$ cat config.mk
export PLATFORM = sky130hd
export DESIGN_NAME = mips_core
export DESIGN_NICKNAME = d
export VERILOG_FILES = /design/src/common/isa_pkg.sv /design/src/common/pipe_pkg.sv /design/src/stage_reg.sv /design/src/decoder.sv /design/src/register_file.sv /design/src/forwarding_unit.sv /design/src/alu.sv /design/src/mips_core.sv
export SDC_FILE = /design/constraint.sdc
export NUM_CORES = 2
export LEC_CHECK = 0
export BUFFER_PORTS_ARGS = -buffer_cell sky130_fd_sc_hd__buf_4
export CAP_MARGIN = 20
export CORE_ASPECT_RATIO = 2
export CORE_UTILIZATION = 50
export CTS_CLUSTER_DIAMETER = 200
export CTS_CLUSTER_SIZE = 16
export DETAILED_ROUTE_END_ITERATION = 10
export PLACE_DENSITY = 0.63
export SYNTH_ARGS = -nofsm -noshare
export SYNTH_HDL_FRONTEND = slang
export SYNTH_HIERARCHICAL = 1
export SYNTH_SLANG_ARGS = --single-unit
$ cat constraint.sdc
create_clock -name clk -period 4.6 [get_ports clk]
set_clock_uncertainty 0.2 [all_clocks]
set_input_delay 0.46 -clock clk [delete_from_list [all_inputs] [get_ports clk]]
set_output_delay 0.46 -clock clk [all_outputs]
set_load 0.02 [all_outputs]
$ cat src/common/isa_pkg.sv
package isa_pkg;

    typedef logic [31:0] data_t;
    typedef logic [4:0]  reg_addr_t;
    typedef logic [4:0]  shamt_t;

    localparam reg_addr_t REG_ZERO = 5'd0;

    // r-type layout, i-type immediate sits on rd/shamt/funct
    typedef struct packed {
        logic [5:0] opcode;
        reg_addr_t  rs;
        reg_addr_t  rt;
        reg_addr_t  rd;
        shamt_t     shamt;
        logic [5:0] funct;
    } inst_fields_t;

    typedef enum logic [3:0] {
        ALU_ADD, ALU_SUB,
        ALU_AND, ALU_OR, ALU_XOR, ALU_NOR,
        ALU_SLT, ALU_SLTU,
        ALU_SLL, ALU_SRL, ALU_SRA,
        ALU_LUI
    } alu_op_t;

    //////////////////////////////
    localparam logic [5:0] OPCODE_SPECIAL = 6'h00;
    localparam logic [5:0] OPCODE_ADDIU   = 6'h09;
    localparam logic [5:0] OPCODE_SLTI    = 6'h0a;
    localparam logic [5:0] OPCODE_SLTIU   = 6'h0b;
    localparam logic [5:0] OPCODE_ANDI    = 6'h0c;
    localparam logic [5:0] OPCODE_ORI     = 6'h0d;
    localparam logic [5:0] OPCODE_XORI    = 6'h0e;
    localparam logic [5:0] OPCODE_LUI     = 6'h0f;

    // funct field, opcode special only
    localparam logic [5:0] FUNCT_SLL  = 6'h00;
    localparam logic [5:0] FUNCT_SRL  = 6'h02;
    localparam logic [5:0] FUNCT_SRA  = 6'h03;
    localparam logic [5:0] FUNCT_ADDU = 6'h21;
    localparam logic [5:0] FUNCT_SUBU = 6'h23;
    localparam logic [5:0] FUNCT_AND  = 6'h24;
    localparam logic [5:0] FUNCT_OR   = 6'h25;
    localparam logic [5:0] FUNCT_XOR  = 6'h26;
    localparam logic [5:0] FUNCT_NOR  = 6'h27;
    localparam logic [5:0] FUNCT_SLT  = 6'h2a;
    localparam logic [5:0] FUNCT_SLTU = 6'h2b;

endpackage

$ cat src/common/pipe_pkg.sv
package pipe_pkg;

    // fetch to decode
    typedef struct packed {
        isa_pkg::data_t inst;
    } dec_payload_t;

    // decode to exec, operands already forwarded
    typedef struct packed {
        isa_pkg::alu_op_t   alu_op;
        isa_pkg::data_t     a;
        isa_pkg::data_t     b;      // rt or immediate
        isa_pkg::shamt_t    shamt;
        logic               wb_en;
        isa_pkg::reg_addr_t dest;
    } exec_payload_t;

    // exec to mem, mem to wb
    typedef struct packed {
        logic               wb_en;
        isa_pkg::reg_addr_t dest;
        isa_pkg::data_t     result;
    } mem_payload_t;

    // writeback port
    typedef struct packed {
        isa_pkg::reg_addr_t dest;
        isa_pkg::data_t     data;
    } wb_result_t;

endpackage

$ cat src/stage_reg.sv
module stage_reg #(
    parameter type payload_t = logic
) (
    input  logic     clk,
    input  logic     rst_n,
    input  logic     valid_in,
    input  payload_t payload_in,
    output logic     valid_out,
    output payload_t payload_out
);

    always_ff @(posedge clk or negedge rst_n)
    begin
        if (!rst_n)
            valid_out <= 1'b0;
        else
            valid_out <= valid_in;  // no stall, loads every cycle
    end

    always_ff @(posedge clk)
    begin
        payload_out <= payload_in;
    end

    // upstream stage must hand over a fully known payload with valid
    a_payload_known: assert property (@(posedge clk) disable iff (!rst_n)
        valid_out |-> !$isunknown(payload_out));

endmodule

$ cat src/decoder.sv
module decoder (
    input  isa_pkg::data_t     inst,
    output isa_pkg::reg_addr_t rs_addr,
    output isa_pkg::reg_addr_t rt_addr,
    output isa_pkg::reg_addr_t rd_addr,
    output isa_pkg::alu_op_t   alu_op,
    output logic               use_imm,
    output isa_pkg::data_t     imm,
    output isa_pkg::shamt_t    shamt,
    output logic               wb_en
);

    isa_pkg::inst_fields_t f;
    logic [15:0]           imm16;
    logic                  sign_ext;

    assign f       = isa_pkg::inst_fields_t'(inst);
    assign imm16   = {f.rd, f.shamt, f.funct};
    assign rs_addr = f.rs;
    assign rt_addr = f.rt;
    assign shamt   = f.shamt;

    // andi/ori/xori zero extend, lui only uses the low half
    assign sign_ext = (f.opcode == isa_pkg::OPCODE_ADDIU) ||
                      (f.opcode == isa_pkg::OPCODE_SLTI) ||
                      (f.opcode == isa_pkg::OPCODE_SLTIU);
    assign imm = sign_ext ? {{16{imm16[15]}}, imm16} : {16'h0000, imm16};

    always_comb
    begin
        alu_op  = isa_pkg::ALU_ADD;
        use_imm = 1'b0;
        wb_en   = 1'b0;
        rd_addr = f.rd;
        case (f.opcode)
            isa_pkg::OPCODE_SPECIAL:
            begin
                wb_en = 1'b1;
                case (f.funct)
                    isa_pkg::FUNCT_ADDU: alu_op = isa_pkg::ALU_ADD;
                    isa_pkg::FUNCT_SUBU: alu_op = isa_pkg::ALU_SUB;
                    isa_pkg::FUNCT_AND:  alu_op = isa_pkg::ALU_AND;
                    isa_pkg::FUNCT_OR:   alu_op = isa_pkg::ALU_OR;
                    isa_pkg::FUNCT_XOR:  alu_op = isa_pkg::ALU_XOR;
                    isa_pkg::FUNCT_NOR:  alu_op = isa_pkg::ALU_NOR;
                    isa_pkg::FUNCT_SLT:  alu_op = isa_pkg::ALU_SLT;
                    isa_pkg::FUNCT_SLTU: alu_op = isa_pkg::ALU_SLTU;
                    isa_pkg::FUNCT_SLL:  alu_op = isa_pkg::ALU_SLL;
                    isa_pkg::FUNCT_SRL:  alu_op = isa_pkg::ALU_SRL;
                    isa_pkg::FUNCT_SRA:  alu_op = isa_pkg::ALU_SRA;
                    default:             wb_en  = 1'b0;  // unknown funct
                endcase
            end
            default:
            begin
                // i-type, result goes to rt
                rd_addr = f.rt;
                use_imm = 1'b1;
                wb_en   = 1'b1;
                case (f.opcode)
                    isa_pkg::OPCODE_ADDIU: alu_op = isa_pkg::ALU_ADD;
                    isa_pkg::OPCODE_SLTI:  alu_op = isa_pkg::ALU_SLT;
                    isa_pkg::OPCODE_SLTIU: alu_op = isa_pkg::ALU_SLTU;
                    isa_pkg::OPCODE_ANDI:  alu_op = isa_pkg::ALU_AND;
                    isa_pkg::OPCODE_ORI:   alu_op = isa_pkg::ALU_OR;
                    isa_pkg::OPCODE_XORI:  alu_op = isa_pkg::ALU_XOR;
                    isa_pkg::OPCODE_LUI:   alu_op = isa_pkg::ALU_LUI;
                    default:               wb_en  = 1'b0;  // empty slot
                endcase
            end
        endcase
    end

endmodule

$ cat src/register_file.sv
module register_file (
    input  logic               clk,
    input  logic               rst_n,
    input  isa_pkg::reg_addr_t rs_addr,
    input  isa_pkg::reg_addr_t rt_addr,
    input  logic               we,
    input  isa_pkg::reg_addr_t waddr,
    input  isa_pkg::data_t     wdata,
    output isa_pkg::data_t     rs_data,
    output isa_pkg::data_t     rt_data
);

    isa_pkg::data_t regs [1:31];  // $zero has no storage

    always_ff @(posedge clk or negedge rst_n)
    begin
        if (!rst_n)
        begin
            for (int i = 1; i < 32; i++)
                regs[i] <= '0;
        end
        else if (we && waddr != isa_pkg::REG_ZERO)
        begin
            regs[waddr] <= wdata;
        end
    end

    // combinational read, a write lands at the edge
    assign rs_data = (rs_addr == isa_pkg::REG_ZERO) ? '0 : regs[rs_addr];
    assign rt_data = (rt_addr == isa_pkg::REG_ZERO) ? '0 : regs[rt_addr];

    // the core drops writes to $zero before they reach the file
    a_no_zero_write: assert property (@(posedge clk) disable iff (!rst_n)
        we |-> waddr != isa_pkg::REG_ZERO);

endmodule

$ cat src/forwarding_unit.sv
module forwarding_unit (
    input  isa_pkg::reg_addr_t     rs_addr,
    input  isa_pkg::reg_addr_t     rt_addr,
    input  isa_pkg::data_t         rs_file,
    input  isa_pkg::data_t         rt_file,
    input  pipe_pkg::mem_payload_t exec_fwd,
    input  pipe_pkg::mem_payload_t mem_fwd,
    input  pipe_pkg::mem_payload_t wb_fwd,
    output isa_pkg::data_t         rs_value,
    output isa_pkg::data_t         rt_value
);

    function automatic logic hit(
        input pipe_pkg::mem_payload_t src,
        input isa_pkg::reg_addr_t     addr
    );
        return src.wb_en && src.dest == addr;
    endfunction

    // youngest writer wins
    function automatic isa_pkg::data_t pick(
        input isa_pkg::reg_addr_t addr,
        input isa_pkg::data_t     file_value
    );
        if (addr == isa_pkg::REG_ZERO)
            return '0;
        else if (hit(exec_fwd, addr))
            return exec_fwd.result;
        else if (hit(mem_fwd, addr))
            return mem_fwd.result;
        else if (hit(wb_fwd, addr))
            return wb_fwd.result;  // not in the file until next edge
        else
            return file_value;
    endfunction

    always_comb
    begin
        rs_value = pick(rs_addr, rs_file);
        rt_value = pick(rt_addr, rt_file);
    end

endmodule

$ cat src/alu.sv
module alu (
    input  isa_pkg::alu_op_t op,
    input  isa_pkg::data_t   a,
    input  isa_pkg::data_t   b,
    input  isa_pkg::shamt_t  shamt,
    output isa_pkg::data_t   result
);

    logic lt_signed;
    logic lt_unsigned;

    assign lt_signed   = $signed(a) < $signed(b);
    assign lt_unsigned = a < b;

    always_comb
    begin
        case (op)
            // arithmetic, no overflow trap
            isa_pkg::ALU_ADD:  result = a + b;
            isa_pkg::ALU_SUB:  result = a - b;

            isa_pkg::ALU_AND:  result = a & b;
            isa_pkg::ALU_OR:   result = a | b;
            isa_pkg::ALU_XOR:  result = a ^ b;
            isa_pkg::ALU_NOR:  result = ~(a | b);

            isa_pkg::ALU_SLT:  result = {31'b0, lt_signed};
            isa_pkg::ALU_SLTU: result = {31'b0, lt_unsigned};

            // shifts act on rt
            isa_pkg::ALU_SLL:  result = b << shamt;
            isa_pkg::ALU_SRL:  result = b >> shamt;
            isa_pkg::ALU_SRA:  result = $signed(b) >>> shamt;

            isa_pkg::ALU_LUI:  result = {b[15:0], 16'h0000};
            default:           result = '0;
        endcase
    end

endmodule

$ cat src/mips_core.sv
module mips_core (
    input  logic                 clk,
    input  logic                 rst_n,
    input  logic                 inst_valid,
    input  isa_pkg::data_t       inst,
    output logic                 wb_valid,
    output pipe_pkg::wb_result_t wb
);

    pipe_pkg::dec_payload_t  fd_in;
    pipe_pkg::dec_payload_t  dec_pl;
    logic                    dec_valid;
    isa_pkg::reg_addr_t      dec_rs_addr;
    isa_pkg::reg_addr_t      dec_rt_addr;
    isa_pkg::reg_addr_t      dec_dest;
    isa_pkg::alu_op_t        dec_alu_op;
    logic                    dec_use_imm;
    isa_pkg::data_t          dec_imm;
    isa_pkg::shamt_t         dec_shamt;
    logic                    dec_wb_en;
    isa_pkg::data_t          rs_file;
    isa_pkg::data_t          rt_file;
    isa_pkg::data_t          rs_value;
    isa_pkg::data_t          rt_value;
    pipe_pkg::exec_payload_t de_in;
    pipe_pkg::exec_payload_t exec_pl;
    logic                    exec_valid;
    isa_pkg::data_t          exec_res;
    pipe_pkg::mem_payload_t  em_in;
    pipe_pkg::mem_payload_t  mem_pl;
    logic                    mem_valid;
    pipe_pkg::mem_payload_t  wb_pl;
    logic                    wb_stage_valid;
    pipe_pkg::mem_payload_t  exec_fwd;
    pipe_pkg::mem_payload_t  mem_fwd;
    pipe_pkg::mem_payload_t  wb_fwd;

    ////////////////////////////// fetch to decode
    assign fd_in.inst = inst;

    stage_reg #(.payload_t(pipe_pkg::dec_payload_t)) u_fd (
        .clk(clk), .rst_n(rst_n),
        .valid_in(inst_valid), .payload_in(fd_in),
        .valid_out(dec_valid), .payload_out(dec_pl)
    );

    decoder u_decoder (
        .inst(dec_pl.inst),
        .rs_addr(dec_rs_addr), .rt_addr(dec_rt_addr), .rd_addr(dec_dest),
        .alu_op(dec_alu_op), .use_imm(dec_use_imm), .imm(dec_imm),
        .shamt(dec_shamt), .wb_en(dec_wb_en)
    );

    register_file u_register_file (
        .clk(clk), .rst_n(rst_n),
        .rs_addr(dec_rs_addr), .rt_addr(dec_rt_addr),
        .we(wb_valid), .waddr(wb_pl.dest), .wdata(wb_pl.result),
        .rs_data(rs_file), .rt_data(rt_file)
    );

    // writers only count while their stage holds a valid slot
    assign exec_fwd = '{wb_en: exec_valid && em_in.wb_en, dest: em_in.dest, result: exec_res};
    assign mem_fwd  = '{wb_en: mem_valid && mem_pl.wb_en, dest: mem_pl.dest, result: mem_pl.result};
    assign wb_fwd   = '{wb_en: wb_valid, dest: wb_pl.dest, result: wb_pl.result};

    forwarding_unit u_forwarding_unit (
        .rs_addr(dec_rs_addr), .rt_addr(dec_rt_addr),
        .rs_file(rs_file), .rt_file(rt_file),
        .exec_fwd(exec_fwd), .mem_fwd(mem_fwd), .wb_fwd(wb_fwd),
        .rs_value(rs_value), .rt_value(rt_value)
    );

    ////////////////////////////// decode to exec
    assign de_in = '{alu_op: dec_alu_op, a: rs_value,
                     b: dec_use_imm ? dec_imm : rt_value,  // immediate select
                     shamt: dec_shamt, wb_en: dec_wb_en, dest: dec_dest};

    stage_reg #(.payload_t(pipe_pkg::exec_payload_t)) u_de (
        .clk(clk), .rst_n(rst_n),
        .valid_in(dec_valid), .payload_in(de_in),
        .valid_out(exec_valid), .payload_out(exec_pl)
    );

    alu u_alu (
        .op(exec_pl.alu_op), .a(exec_pl.a), .b(exec_pl.b),
        .shamt(exec_pl.shamt), .result(exec_res)
    );

    assign em_in = '{wb_en: exec_pl.wb_en, dest: exec_pl.dest, result: exec_res};

    ////////////////////////////// exec to mem to wb
    stage_reg #(.payload_t(pipe_pkg::mem_payload_t)) u_em (
        .clk(clk), .rst_n(rst_n),
        .valid_in(exec_valid), .payload_in(em_in),
        .valid_out(mem_valid), .payload_out(mem_pl)
    );

    // mem stage is a pass-through slot
    stage_reg #(.payload_t(pipe_pkg::mem_payload_t)) u_mw (
        .clk(clk), .rst_n(rst_n),
        .valid_in(mem_valid), .payload_in(mem_pl),
        .valid_out(wb_stage_valid), .payload_out(wb_pl)
    );

    assign wb_valid = wb_stage_valid && wb_pl.wb_en && wb_pl.dest != isa_pkg::REG_ZERO;
    assign wb       = '{dest: wb_pl.dest, data: wb_pl.result};

endmodule

After elaboration in Yosys (flattened, before gate mapping)
Index checks and enable logic that the tools add are counted.

word-level totals
  register bits = 1183
  bits of input ports = 35
  output and inout bits = 38
  logic and storage cells = 148

cells by class
  add/sub/neg operators = 2
  order comparisons = 6
  equal/unequal tests = 34
  shifts and indexed selects = 3
  mux-type cells = 26
  bitwise operators = 7
  reduce and logical (&&, ||, !) cells = 22

operators by type and width
  kind                  number
  $bwmux W992           1
  $mux W32              14
  $pmux W32 S12         1
  $bmux W32 S5          2
  $demux W32 S5         1
  $lt A32 B32 Y1        2
  $eq A6 B6 Y1 const B  8
  $eq A6 B4 Y1 const B  7
  $pmux W4 S10          1
  $add A32 B32 Y32      1
  $and A32 B32 Y32      1
  $not A32 Y32          1
  $or A32 B32 Y32       1
  $shl A32 B5 Y32       1
  $shr A32 B5 Y32       1
  $sshr A32 B5 Y32      1
  $sub A32 B32 Y32      1
  $xor A32 B32 Y32      1
  $eq A5 B5 Y1          6
  $pmux W4 S6           1
  $ge A6 B6 Y1 const B  3
  $not A5 Y6            3
  $eq A4 B3 Y1 const B  4
  $eq A4 B4 Y1 const B  4
  15 further kinds      33

Depth between registers and ports, before layout
  depth after elaboration = 9
  gate-level depth with buffers = 16
  mapped depth without buffers = 15

Modules after synthesis
Netlist, hierarchy kept.

by module, submodules not included
  module                 times used  cells an instance  area each (sq um)
  register_file          1           3612               53491.3
  alu                    1           1322               8979.9
  forwarding_unit        1           392                2422.3
  stage_reg at u_de      1           80                 1606.5
  stage_reg at u_em ...  2           39                 785.8
  stage_reg at u_fd      1           33                 665.6
  decoder                1           90                 663.1
  mips_core              1           40                 430.4

Least setup slack after synthesis
Ideal clock, no wire load.

  kind = register to register
  start point = register u_de/payload_out[15] (netlist bit)
  end point = register u_de/payload_out[40] (netlist bit)
  library setup time = 0.121 ns
  data arrival time = 3.359 ns
  required time = 4.279 ns
  slack = 0.920 ns
  cell stages (with the launch flop) = 17
  buffers on the path = 2
  period minus slack after synthesis = 3.680 ns
  cell sequence = dfxtp_1 > clkbuf_1 > inv_1 > ha_1 > buf_2 > o211ai_1 > a211oi_2 > a211oi_2 > nor3_2 > a41o_4 > a31o_1 > a221oi_2 > a2111oi_1 > a211o_1 > o21ai_0 > a21oi_1 > mux2_2

RTL lines
  what                      line             RTL
  start: declaration        stage_reg.sv:9   output payload_t payload_out
  start signal: assignment  stage_reg.sv:22  payload_out <= payload_in;

==> impl_metrics.toml <==
[routing]
route.detailed.vias_per_inst = 7.07
drcViolationCount = 0
detail_route.iter0.violations = 5328
detail_route.first_pass.iterations = 8
drt.antenna.violating_nets = 0
detailroute.via_count = 53927
route.detailed.wl_per_inst_um = 38.5
routed_wirelength_mm = 294

[clock_network]
tritoncts = "done"
htree_num_levels = 3
cts_setup_buffers = 0
numClockSinks = 1183
clk_pin_slew_ns = 0.09
clock_insertion_delay_worst_skew_ns = 0.72
cts.root.buffer_cell = "sky130_fd_sc_hd__clkbuf_16"
cts_buffer_depth = 3
cts_made_buffers = 83

[logic_synthesis]
synth_flop_cell = "sky130_fd_sc_hd__dfrtp_1"
yosysUniqueCellTypes = 104
post_synth.cell_area_avg_um2 = 12.4
synth_async_sr_flop_share_pct = 84.2
synth-edff-count = 0
yosys_warnings = 6
synthDominantCellAreaShare_pct = 35.7
yosys-top-cells-area = "sky130_fd_sc_hd__dfrtp_1 (36%), sky130_fd_sc_hd__mux2_2 (18%), sky130_fd_sc_hd__mux4_2 (13%)"
synth.cell_area_mm2 = 0.0698
synth.yosys.seq_area_share_pct = 41.1
synth_seq_cells = 1183
post_synth_inst_count = 5647
synth_top_cell_by_area = "sky130_fd_sc_hd__dfrtp_1"
synthesis.nets = 5782

[final_layout]
n_fill_cell = 11715
final_net_count = 5829
area_growth_pct = 10.4
layout-drive-gt1-share_pct = 39.4

[worst_hold_path]
hold_crit_path_type = "reg2reg"

[floorplanning]
dieHeight_um = 531
num_io_pins = 73
floorplan.rows = 193
design.die.area_mm2 = 0.141
coreArea_mm2 = 0.138
die-width_um = 266
starting_utilization_of_the_core_area_pct = 50.5

[critical_path]
critical_path_buf_inv_count = 3
crit_path_max_fanout = 3
worstSetupPathType = "reg2reg"
cp-start-kind = "flip-flop"
timing.critical_path.to_type = "flip-flop"
critical-path-slowest-cell = "sky130_fd_sc_hd__o311ai_0"
critPathArrivalTime_ns = 4.88
timing.critical_path.required_ns = 5.00
critical-path-max-stage-delay_ns = 0.63
crit_path_cell_trace = "inv_1, ha_1, nor2_1, o311ai_0, buf_4, nand2_1, a211o_1, a2111o_1, nand2_1, buf_4, nor2_1, a211oi_1, o21ai_0, o21ai_0, a21oi_1, mux2_2"
critPathTopFamily = "compound AO/OA/AOI/OAI gates"

[sta]
fin_hold_ws_ns = 0.163
maxSlewViolCount = 0
slew-limit-headroom_pct = 26.4
timing_worst_slew_pin_value_ns = 1.10
finalSetupViolations = 0
setup_total_negative_slack_ns = 0
max_freq_mhz = 223
finalCritPeriodShare_pct = 97.3
setup_repair_after_global_routing_missed_its_margin = "no"
finalCriticalPeriod_ns = 4.47
hold_violations = 0

[pwr]
irDropWorstVdd_uv = 307
cellLeakagePower_uw = 0.0348
power_density_mw_per_mm2 = 295

[placed_design]
routabilityCongestion = 1.04
numPortBuffers = 72
place_hpwl_mm = 201

[status]
status = "finished, final reports clean"

[job]
drv.max_cap_violation_count = 0

[grt]
grt_antenna_before_repair = 33
global_route.usage.total_pct = 42.1
grt_max_degree = 126
grt_first_pass_wirelength_mm = 416
first_global_vias = 55495
global_route.overflow_total = 0
[worst paths after layout]
| path | start | cells past startpoint | to | slack, ns |
|---|---|---|---|---|
| worst max-delay path | u_de/payload_out[44] | 16 | u_de/payload_out[34] | 0.13 |
| worst min-delay path | u_em/payload_out[15] | 0 | u_mw/payload_out[15] | 0.16 |
| worst max register to register | u_de/payload_out[44] | 16 | u_de/payload_out[34] | 0.13 |
| worst min register to register | u_em/payload_out[15] | 0 | u_mw/payload_out[15] | 0.16 |
| max in group asynchronous | rst_n | 3 | u_register_file/regs[892] | 2.68 |
| min in group asynchronous | rst_n | 2 | u_register_file/regs[418] | 0.17 |
[cell usage after synthesis (all sizes together), types with 41 or more instances]
master and n:
mux2 1125, dfrtp 996, mux4 409, buf 359, mux2i 312, clkbuf 245
nor2 195, nand2 190, dfxtp 187, a21oi 183, o21ai 164, a22oi 111
inv 107, ha 98, o221ai 69, a221oi 65, nor3 63, o211ai 62
nor2b 59, nand2b 53, a31oi 50, nand3 42, and3 41
[final cells by class]
type | count | area (µm²) | area share (%)
Multi-Input combinational cell | 3752 | 37900 | 49.2
Sequential cell | 1183 | 28700 | 37.2
Timing Repair Buffer | 566 | 5400 | 7.00
Tap cell | 1852 | 2320 | 3.01
Clock buffer | 115 | 2220 | 2.88
Inverter | 108 | 405 | 0.526
Antenna cell | 46 | 115 | 0.149
Clock inverter | 2 | 25.0 | 0.0325
[cells in the final DEF (no fill, tap or decap), types with 52 or more instances in the layout]
| cell type | instances |
|---|---|
| sky130_fd_sc_hd__nor2b_1 | 54 |
| sky130_fd_sc_hd__o21ai_0 | 153 |
| sky130_fd_sc_hd__mux4_2 | 409 |
| sky130_fd_sc_hd__nand2b_1 | 52 |
| sky130_fd_sc_hd__inv_1 | 101 |
| sky130_fd_sc_hd__nor3_1 | 54 |
| sky130_fd_sc_hd__clkbuf_16 | 84 |
| sky130_fd_sc_hd__a21oi_1 | 181 |
| sky130_fd_sc_hd__mux2i_1 | 312 |
| sky130_fd_sc_hd__a22oi_1 | 111 |
| sky130_fd_sc_hd__mux2_2 | 1104 |
| sky130_fd_sc_hd__o221ai_1 | 68 |
| sky130_fd_sc_hd__o211ai_1 | 62 |
| sky130_fd_sc_hd__dfrtp_1 | 996 |
| sky130_fd_sc_hd__nand2_1 | 172 |
| sky130_fd_sc_hd__ha_1 | 98 |
| sky130_fd_sc_hd__nor2_1 | 181 |
| sky130_fd_sc_hd__buf_4 | 448 |
| sky130_fd_sc_hd__buf_12 | 74 |
| sky130_fd_sc_hd__dfxtp_1 | 173 |
| sky130_fd_sc_hd__a221oi_1 | 64 |
[timing repair]
item                                    in CTS  in global routing
gates resized for setup                      0                  2
endpoints found under the setup margin       0                  2
hold endpoints to repair                    96                  0
hold buffers                                34                  0
[sequential cells by signal, summed over array words and instances, names as in the netlist]
| name | count |
|---|---|
| u_de/payload_out | 79 |
| u_de/valid_out | 1 |
| u_em/payload_out | 38 |
| u_em/valid_out | 1 |
| u_fd/payload_out | 32 |
| u_fd/valid_out | 1 |
| u_mw/payload_out | 38 |
| u_mw/valid_out | 1 |
| u_register_file/regs | 992 |
[logic make-up after synthesis]
logic type	synth area share, %
muxes	35.8
DFF	41.1
AOI/OAI and AO/OA	10.7
and+or+nand+nor	5.10
buffers and inverters	5.07
adders and majority gates	1.81
xor gates and xnor gates	0.464
[stage by stage]
stage / utilization, % / worst slack (ns) / total power (µW) / cell area, µm² / cells
after CTS: 55.5 / 0.203 / 22700 / 76800 / 7569
final: 55.7 / 0.126 / 22700 / 77100 / 7624
after global routing: 55.7 / 0.0511 / 23400 / 77000 / 7604
after detailed placement: 53.6 / 0.237 / 15600 / 74200 / 7418
after global placement: 53.6 / 0.262 / 15500 / 74200 / 7417
after floorplan: - / 0.920 / 13700 / 69800 / 5647
[metal layers]
layer	track usage (%)	up-vias	wire, µm
met5	0	-	121
met1	42.8	28180	94200
met2	68.9	2925	144000
met4	41.6	18	33300
met3	11.1	1232	21600
li1	-	21572	-
[power by group]
| group | switching, µW | internal (µW) |
|---|---|---|
| logic | 2550 | 1670 |
| clock network | 3790 | 3340 |
| registers | 508 | 10900 |
| total | 6860 | 15900 |
(Power assumes the default switching activity.)
